===== src/verilog/pcie_tlp_pkg.sv =====
package pcie_tlp_pkg;

    // Fmt[1:0] and Type[4:0] as one 7-bit code
    typedef enum logic [6:0] {
        MRD32 = 7'b000_0000,    // 3DW memory read, no data
        MWR32 = 7'b100_0000     // 3DW memory write with data
    } tlp_fmt_type_e;

    // Dword length field in header word 0
    localparam int TLP_LEN_W = 10;

    // fc_sel code for transmit credits available
    localparam logic [2:0] FC_SEL_TX_AVAIL = 3'd4;

    // One posted data credit covers four dwords
    localparam int FC_CREDIT_BYTES = 16;

endpackage


===== src/verilog/axi_wr_pkg.sv =====
package axi_wr_pkg;

    localparam int AXI_DATA_W = 32;
    localparam int AXI_STRB_W = AXI_DATA_W / 8;

    // Write response codes used on B
    typedef enum logic [1:0] {
        OKAY   = 2'b00,
        SLVERR = 2'b10          // Bus mastering off
    } axi_resp_e;

endpackage


===== src/verilog/ob_write_buffer.sv =====
`timescale 1ns/1ps

module ob_write_buffer import axi_wr_pkg::*; #(
    parameter ADDR = 32,
    parameter LEN  = 4
) (
    input  logic                  ob_clk,
    input  logic                  reset,

    // AXI write address
    output logic                  aw_ready,
    input  logic                  aw_valid,
    input  logic [ADDR-1:0]       aw_addr,
    input  logic [LEN-1:0]        aw_len,

    // AXI write data
    output logic                  w_ready,
    input  logic                  w_valid,
    input  logic [AXI_DATA_W-1:0] w_data,
    input  logic [AXI_STRB_W-1:0] w_strb,
    input  logic                  w_last,

    // Descriptor to TLP builder
    input  logic                  desc_ready,
    output logic                  desc_valid,
    output logic [ADDR-1:0]       desc_addr,
    output logic [LEN-1:0]        desc_len,
    output logic [AXI_STRB_W-1:0] desc_be_first,
    output logic [AXI_STRB_W-1:0] desc_be_last,

    // Data read port, head slot
    input  logic [LEN-1:0]        rd_index,
    output logic [AXI_DATA_W-1:0] rd_data
);

    localparam int DEPTH = 1 << LEN;    // Words per slot

    typedef enum logic {
        idle,
        data
    } fill_state_e;

    fill_state_e    state;
    logic           up;                 // Low for the first cycle out of reset
    logic           wr_slot;            // Slot being filled
    logic           rd_slot;            // Slot presented to builder
    logic [1:0]     count;              // Complete bursts held
    logic [LEN-1:0] wr_idx;

    logic [AXI_DATA_W-1:0] mem [2*DEPTH];
    logic [ADDR-1:0]       addr_q [2];
    logic [LEN-1:0]        len_q [2];
    logic [AXI_STRB_W-1:0] be_first_q [2];
    logic [AXI_STRB_W-1:0] be_last_q [2];

    logic aw_fire;
    logic w_fire;
    logic push;
    logic pop;

    // No new AW while a burst is still filling
    assign aw_ready = up && (state == idle) && (count != 2'd2);
    assign w_ready  = (state == data);

    assign aw_fire = aw_valid && aw_ready;
    assign w_fire  = w_valid && w_ready;
    assign push    = w_fire && w_last;
    assign pop     = desc_valid && desc_ready;

    always_ff @(posedge ob_clk) begin
        if (reset) begin
            up      <= 1'b0;
            state   <= idle;
            wr_slot <= 1'b0;
            rd_slot <= 1'b0;
            count   <= 2'd0;
            wr_idx  <= '0;
        end else begin
            up <= 1'b1;

            case (state)
                idle: begin
                    if (aw_fire) begin
                        state  <= data;
                        wr_idx <= '0;
                    end
                end
                data: begin
                    if (w_fire) begin
                        wr_idx <= wr_idx + 1'b1;
                        if (w_last) begin
                            state   <= idle;
                            wr_slot <= ~wr_slot;    // Next burst to other slot
                        end
                    end
                end
                default: state <= idle;
            endcase

            if (pop) begin
                rd_slot <= ~rd_slot;
            end

            case ({push, pop})
                2'b10:   count <= count + 2'd1;
                2'b01:   count <= count - 2'd1;
                default: count <= count;
            endcase
        end
    end

    // Burst storage
    always_ff @(posedge ob_clk) begin
        if (aw_fire) begin
            addr_q[wr_slot] <= aw_addr;
            len_q[wr_slot]  <= aw_len;
        end
        if (w_fire) begin
            mem[{wr_slot, wr_idx}] <= w_data;
            if (wr_idx == '0) begin
                be_first_q[wr_slot] <= w_strb;
            end
            // Single dword TLP must carry last BE of zero
            if (w_last) begin
                be_last_q[wr_slot] <= (wr_idx == '0) ? '0 : w_strb;
            end
        end
    end

    assign desc_valid    = (count != 2'd0);
    assign desc_addr     = addr_q[rd_slot];
    assign desc_len      = len_q[rd_slot];
    assign desc_be_first = be_first_q[rd_slot];
    assign desc_be_last  = be_last_q[rd_slot];

    assign rd_data = mem[{rd_slot, rd_index}];

endmodule


===== src/verilog/ob_tlp_builder.sv =====
`timescale 1ns/1ps

module ob_tlp_builder import pcie_tlp_pkg::*, axi_wr_pkg::*; #(
    parameter ADDR = 32,
    parameter LEN  = 4,
    parameter FCHB = 8,
    parameter FCDB = 12
) (
    input  logic                  ob_clk,
    input  logic                  reset,

    // Descriptor from write buffer
    input  logic                  desc_valid,
    output logic                  desc_ready,
    input  logic [ADDR-1:0]       desc_addr,
    input  logic [LEN-1:0]        desc_len,
    input  logic [AXI_STRB_W-1:0] desc_be_first,
    input  logic [AXI_STRB_W-1:0] desc_be_last,
    output logic [LEN-1:0]        rd_index,
    input  logic [AXI_DATA_W-1:0] rd_data,

    // Config and credits
    input  logic                  dma_en,
    input  logic [7:0]            bus_number,
    input  logic [4:0]            dev_number,
    input  logic [2:0]            func_number,
    input  logic [FCHB-1:0]       fc_ph,
    input  logic [FCDB-1:0]       fc_pd,

    // TLP stream
    input  logic                  tx_ready,
    output logic                  tx_valid,
    output logic [AXI_DATA_W-1:0] tx_data,
    output logic                  tx_last,

    // AXI write response
    input  logic                  b_ready,
    output logic                  b_valid,
    output axi_resp_e             b_resp
);

    typedef enum logic [2:0] {
        idle,
        hdr0,
        hdr1,
        hdr2,
        data,
        resp
    } tlp_state_e;

    tlp_state_e state;

    logic [LEN+2:0]        byte_cnt;
    logic [FCDB-1:0]       need_pd;
    logic                  credit_ok;
    logic                  start;
    logic                  reject;
    logic                  tx_fire;
    logic [31:0]           addr32;
    logic [TLP_LEN_W-1:0]  dw_len;
    logic [AXI_DATA_W-1:0] hdr_w0;
    logic [AXI_DATA_W-1:0] hdr_w1;
    logic [AXI_DATA_W-1:0] hdr_w2;
    logic                  load_word;
    logic [AXI_DATA_W-1:0] word_next;

    assign byte_cnt  = {(LEN+1)'(desc_len) + 1'b1, 2'b00};
    assign need_pd   = FCDB'((int'(byte_cnt) + FC_CREDIT_BYTES - 1) / FC_CREDIT_BYTES);
    assign credit_ok = (fc_ph != '0) && (fc_pd >= need_pd);

    assign start   = (state == idle) && desc_valid && dma_en && credit_ok;
    assign reject  = (state == idle) && desc_valid && !dma_en;
    assign tx_fire = tx_valid && tx_ready;

    // Slot released once the last word leaves
    assign desc_ready = reject || (tx_fire && tx_last);

    assign dw_len = TLP_LEN_W'(desc_len) + 1'b1;
    assign addr32 = 32'(desc_addr);

    assign hdr_w0 = {1'b0, MWR32, {(24-TLP_LEN_W){1'b0}}, dw_len};
    assign hdr_w1 = {bus_number, dev_number, func_number, 8'h00, desc_be_last, desc_be_first};
    assign hdr_w2 = {addr32[31:2], 2'b00};

    // Next word onto the stream
    always_comb begin
        load_word = 1'b0;
        word_next = rd_data;
        case (state)
            idle: begin
                load_word = start;
                word_next = hdr_w0;
            end
            hdr0: begin
                load_word = tx_fire;
                word_next = hdr_w1;
            end
            hdr1: begin
                load_word = tx_fire;
                word_next = hdr_w2;
            end
            hdr2:    load_word = tx_fire;
            data:    load_word = tx_fire && !tx_last;
            default: load_word = 1'b0;
        endcase
    end

    always_ff @(posedge ob_clk) begin
        if (load_word) begin
            tx_data <= word_next;
        end
        if (reject) begin
            b_resp <= SLVERR;
        end else if (tx_fire && tx_last) begin
            b_resp <= OKAY;
        end
    end

    always_ff @(posedge ob_clk) begin
        if (reset) begin
            state    <= idle;
            tx_valid <= 1'b0;
            tx_last  <= 1'b0;
            b_valid  <= 1'b0;
            rd_index <= '0;
        end else begin
            case (state)
                idle: begin
                    rd_index <= '0;
                    if (reject) begin
                        b_valid <= 1'b1;
                        state   <= resp;
                    end else if (start) begin
                        tx_valid <= 1'b1;
                        state    <= hdr0;
                    end
                end
                hdr0: if (tx_fire) state <= hdr1;
                hdr1: if (tx_fire) state <= hdr2;
                hdr2: begin
                    if (tx_fire) begin          // First data word loaded
                        state    <= data;
                        rd_index <= rd_index + 1'b1;
                        tx_last  <= (desc_len == '0);
                    end
                end
                data: begin
                    if (tx_fire) begin
                        if (tx_last) begin
                            tx_valid <= 1'b0;
                            tx_last  <= 1'b0;
                            b_valid  <= 1'b1;
                            state    <= resp;
                        end else begin
                            rd_index <= rd_index + 1'b1;
                            tx_last  <= (rd_index == desc_len);
                        end
                    end
                end
                resp: begin
                    if (b_ready) begin
                        b_valid <= 1'b0;
                        state   <= idle;
                    end
                end
                default: state <= idle;
            endcase
        end
    end

endmodule


===== src/verilog/ob_write_bridge.sv =====
`timescale 1ns/1ps

module ob_write_bridge import pcie_tlp_pkg::*, axi_wr_pkg::*; #(
    parameter ADDR = 32,        // At most 32
    parameter LEN  = 4,
    parameter FCHB = 8,
    parameter FCDB = 12
) (
    input  logic                  ob_clk,
    input  logic                  reset,

    // AXI write side
    output logic                  aw_ready,
    input  logic                  aw_valid,
    input  logic [ADDR-1:0]       aw_addr,
    input  logic [LEN-1:0]        aw_len,
    output logic                  w_ready,
    input  logic                  w_valid,
    input  logic [AXI_DATA_W-1:0] w_data,
    input  logic [AXI_STRB_W-1:0] w_strb,
    input  logic                  w_last,
    input  logic                  b_ready,
    output logic                  b_valid,
    output logic [1:0]            b_resp,

    // PCIe config and credits
    input  logic                  dma_en,
    input  logic [7:0]            bus_number,
    input  logic [4:0]            dev_number,
    input  logic [2:0]            func_number,
    output logic [2:0]            fc_sel,
    input  logic [FCHB-1:0]       fc_ph,
    input  logic [FCDB-1:0]       fc_pd,

    // TLP output
    input  logic                  tx_ready,
    output logic                  tx_valid,
    output logic [AXI_DATA_W-1:0] tx_data,
    output logic                  tx_last
);

    logic                  desc_valid;
    logic                  desc_ready;
    logic [ADDR-1:0]       desc_addr;
    logic [LEN-1:0]        desc_len;
    logic [AXI_STRB_W-1:0] desc_be_first;
    logic [AXI_STRB_W-1:0] desc_be_last;
    logic [LEN-1:0]        rd_index;
    logic [AXI_DATA_W-1:0] rd_data;

    assign fc_sel = FC_SEL_TX_AVAIL;    // Posted credits only

    ob_write_buffer #(
        .ADDR          (ADDR),
        .LEN           (LEN)
    ) u_buffer (
        .ob_clk        (ob_clk),
        .reset         (reset),
        .aw_ready      (aw_ready),
        .aw_valid      (aw_valid),
        .aw_addr       (aw_addr),
        .aw_len        (aw_len),
        .w_ready       (w_ready),
        .w_valid       (w_valid),
        .w_data        (w_data),
        .w_strb        (w_strb),
        .w_last        (w_last),
        .desc_ready    (desc_ready),
        .desc_valid    (desc_valid),
        .desc_addr     (desc_addr),
        .desc_len      (desc_len),
        .desc_be_first (desc_be_first),
        .desc_be_last  (desc_be_last),
        .rd_index      (rd_index),
        .rd_data       (rd_data)
    );

    ob_tlp_builder #(
        .ADDR          (ADDR),
        .LEN           (LEN),
        .FCHB          (FCHB),
        .FCDB          (FCDB)
    ) u_builder (
        .ob_clk        (ob_clk),
        .reset         (reset),
        .desc_valid    (desc_valid),
        .desc_ready    (desc_ready),
        .desc_addr     (desc_addr),
        .desc_len      (desc_len),
        .desc_be_first (desc_be_first),
        .desc_be_last  (desc_be_last),
        .rd_index      (rd_index),
        .rd_data       (rd_data),
        .dma_en        (dma_en),
        .bus_number    (bus_number),
        .dev_number    (dev_number),
        .func_number   (func_number),
        .fc_ph         (fc_ph),
        .fc_pd         (fc_pd),
        .tx_ready      (tx_ready),
        .tx_valid      (tx_valid),
        .tx_data       (tx_data),
        .tx_last       (tx_last),
        .b_ready       (b_ready),
        .b_valid       (b_valid),
        .b_resp        (b_resp)
    );

endmodule


===== config.mk =====
export PLATFORM = sky130hd
export DESIGN_NAME = ob_write_bridge
export DESIGN_NICKNAME = d
export VERILOG_FILES = /design/src/verilog/pcie_tlp_pkg.sv /design/src/verilog/axi_wr_pkg.sv /design/src/verilog/ob_write_buffer.sv /design/src/verilog/ob_tlp_builder.sv /design/src/verilog/ob_write_bridge.sv
export SDC_FILE = /design/constraint.sdc
export NUM_CORES = 1
export LEC_CHECK = 0
export BUFFER_PORTS_ARGS = -buffer_cell sky130_fd_sc_hd__buf_2
export CAP_MARGIN = 20
export CORE_UTILIZATION = 45
export CTS_CLUSTER_DIAMETER = 40
export DETAILED_ROUTE_END_ITERATION = 10
export PLACE_DENSITY = 0.7
export SYNTH_ARGS = -nofsm -noshare
export SYNTH_HDL_FRONTEND = slang
export SYNTH_SLANG_ARGS = --single-unit

===== constraint.sdc =====
create_clock -name ob_clk -period 11.3 [get_ports ob_clk]
set_clock_uncertainty 0.2 [all_clocks]
set_input_delay 2.26 -clock ob_clk [delete_from_list [all_inputs] [get_ports ob_clk]]
set_output_delay 2.26 -clock ob_clk [all_outputs]
set_load 0.005 [all_outputs]

==> results.md <==
* Max incr delay on CP at a little over 1 ns
* Antenna violations before repair at 7
* Max FO, Critical Path at 71
* Crit path top cell by count: buf_4
* Net count, final at 2584
* Critical path's slowest cell: buf_4
* Initial Utilization at 0.457
* Synth Register Bits at between 1000 and 1500
* Setup Fix Bufs, Post-CTS at 0
* Dpl hpwl at approximately 62 mm
* Final setup vio count at 0
* Design area at 51700 µm²
* WS Path Type: reg -> reg
* Hold depth at 2
* Post-synth EDFFs at 1140
* Layout cells sized above 1 at 0.259
* Hold-fix buffers, CTS at 0
* Async S/R FF share, synth at 0
* Via density at between 6 and 7
* Max VDD drop at about 120 µV
* CP required at 11.66 ns
* Die extent in y at 319 µm
* Final-report max-slew violation count at 0
* DR pass1 iterations at 5
* Sw Ratio at 0.204
* Cts bufs inserted at between 100 and 150
* Final Hold Fails at 0
* Root Buffer: clkbuf_16
* Placed cell area at 47600 µm²
* Most frequent cells in the layout: 1140 x edfxtp_1, 220 x mux2i_1, 172 x mux4_2
* Largest net degree at the start of global routing at 72
* Worst slew margin at 0.212
* DIE WIDTH at around 320 µm
* IO Pins at ~160
* Synth Flop Type: edfxtp_1
* Setup crit end kind: register
* Max-cap violations at 0
* Clk pwr share at 0.444
* RR Endpoint: u_builder.tx_data[29]
* CTS Sinks at approximately 1200
* Worst hold path type: reg -> reg
* Worst Setup SP: u_builder.rd_index[2]
* Register area share after synthesis at 0.767
* GRT Total Usage at 0.212
* PD cells at roughly 170 nW/µm²
* Post-route DRC at 0
* Yosys cell types at 60
* P_int at approximately 0.007 W
* Post-CTS Resized at 0
* Total grt overflow at 0
* Final Cycle Share at 0.449
* Reg2Reg Setup Slack at 6.23 ns
* Detail Route Antenna Nets at 0
* Path depth of the worst reg2reg path at 7
* Worst slew pin tran at ~1.2 ns
* First-pass GRT wire length at ~160 mm
* Placeable Area at approximately 99000 µm²
* Clock Path Buffers at 3
* Startpoint types: register
* Worst r2r src: u_builder.rd_index[2]
* Commonest non-fill, non-tap cell in the layout: edfxtp_1
* PortBufs at ~150
* CP cell instances: buf_4 -> buf_4 -> buf_4 -> mux4_2 -> mux2i_1 -> a221oi_1 -> a221o_1
* Syn. warnings at 0
* Sequential Power Share at 0.530
* Wire per inst at 28.3 µm
* Leak Pwr at approximately 16 nW
* Mapped Area at around 45000 µm²
* Arr. time, crit path at ~5.4 ns
* Switching power at 0.00184 W
* Final worst setup slack at 6.23 ns
* Worst Hold End: u_builder.b_resp[1]
* Worst hold path startpoint: u_builder.b_resp[1]
* Routability cong. at around 0.80
* Vias at 23100
* Initial DRC Count at about 2800
* CTS H-tree depth at 3
* Setup TNS at 0 ns
* Area growth syn-to-layout at 14.4%
* Post-Synthesis Cells at approximately 2200
* Pre-CTS WS at between 6 and 7 ns
* Minimum clock period after layout at between 5 and 6 ns
* Comb power frac at 0.025
* Core Util, Final at 0.523
* Vias in the first global route at between 20000 and 25000
* Unrepaired setup endpoints after global routing: false
* Post-Syn Area per Cell at 20.1 µm²
* Fmax at 197 MHz
* TritonCTS clock tree: done
* WL final at between 100 and 150 mm
* Worst-path clk slew at approximately 0.060 ns
* Clk_lat worst skew at 0.70 ns
* Die ar. at about 100000 µm²
* Status: finished, final reports clean
* Core Rows at 115
[kinds of logic after synthesis]
| family | after synthesis | share of synthesized area |
|---|---|---|
| AO/OA/AOI/OAI | 284 | 0.0440 |
| multiplexers | 426 | 0.143 |
| flip-flops | 1162 | 0.767 |
| AND/OR/NAND/NOR | 203 | 0.0217 |
| adder cells (fa/ha/maj) | 15 | 0.00415 |
| buffers and inverters | 141 | 0.0167 |
| XOR/XNOR | 15 | 0.00291 |
| other | 2 | 0.000166 |
[state kept, by name, indices dropped and copies added (netlist names), 2 cells and up, named ones only]
register             count
u_buffer.addr_q         60
u_buffer.be_first_q      8
u_buffer.be_last_q       8
u_buffer.count           2
u_buffer.len_q           8
u_buffer.mem          1024
u_buffer.wr_idx          4
u_builder.rd_index       4
u_builder.state          3
u_builder.tx_data       32
[cell type report]
type	instances	area, µm²
Antenna cell	1	2.50
Inverter	12	45.0
Sequential cell	1162	34700
Multi-Input combinational cell	947	10000
Timing Repair Buffer	209	1210
Tap cell	1287	1610
Fill cell	7439	47200
Clock inverter	85	882
Clock buffer	140	3180
[metrics by stage]
stage / power, W / cells / hold WS (ns)
detailed placement: 0.00509 / 3614 / 0.248
CTS: 0.00903 / 3839 / 0.260
global placement: 0.00507 / 3613 / 0.234
global route: 0.00922 / 3842 / 0.303
floorplan: 0.00495 / 2250 / 0.239
finish: 0.00900 / 3843 / 0.260
[synth_stat cells (4+ instances only)]
master / count / area (µm²)
a211oi_1: 21 / 158
a21o_1: 5 / 37.5
a21oi_1: 45 / 225
a221o_1: 16 / 160
a221oi_1: 24 / 210
a22o_1: 15 / 131
a22oi_1: 54 / 405
and2_1: 5 / 31.3
buf_1: 9 / 33.8
buf_2: 48 / 240
buf_4: 21 / 158
buf_6: 10 / 113
clkbuf_1: 40 / 150
dfxtp_1: 22 / 440
edfxtp_1: 1140 / 34200
ha_1: 15 / 188
inv_1: 12 / 45.0
mux2_2: 34 / 383
mux2i_1: 220 / 2200
mux4_2: 172 / 3870
nand2_1: 34 / 128
nand2b_1: 6 / 37.5
nand3_1: 12 / 60.1
nand3b_1: 7 / 52.6
nor2_1: 85 / 319
nor2b_1: 16 / 100
nor3_1: 10 / 50.1
nor4_1: 4 / 25.0
o21ai_0: 43 / 215
o221ai_1: 8 / 70.1
o22ai_1: 35 / 219
or3_1: 7 / 43.8
xnor2_1: 8 / 70.1
xor2_1: 7 / 61.3
[worst max-delay path, delay by kind of cell (launching register included)]
| kind | cells | cell delay (ns) |
|---|---|---|
| buf+inv | 3 | 2.51 |
| compound gates | 2 | 1.18 |
| flops | 1 | 0.44 |
| mux | 2 | 0.44 |
[power groups by stage]
stage	clock, W	combinational (W)	sequential (W)
after floorplan	0	0.0000924	0.00486
after global placement	0	0.000214	0.00486
after detailed placement	0	0.000224	0.00486
after CTS	0.00404	0.000225	0.00477
after global routing	0.00421	0.000244	0.00477
final	0.00400	0.000228	0.00477
[routing by layer]
metal / part of all wire / up-vias / global-route usage
met3: 0.098 / 170 / 0.0514
met1: 0.40 / 12100 / 0.291
li1: - / 9714 / -
met2: 0.47 / 1165 / 0.336
met4: 0.025 / 8 / 0.0680
met5: 0.00044 / - / 0
[how the worst max path moves through the flow]
stage,to,slack [ns],cells past startpoint
after floorplan,u_builder.tx_data[0],5.34,7
after CTS,u_builder.tx_data[29],6.40,7
after global placement,u_buffer.mem[25][20],6.24,5
after global routing,u_builder.tx_data[29],6.07,7
after detailed placement,u_buffer.mem[3][11],6.20,5
final,u_builder.tx_data[29],6.23,7
Power figures use the tool's default switching activity.
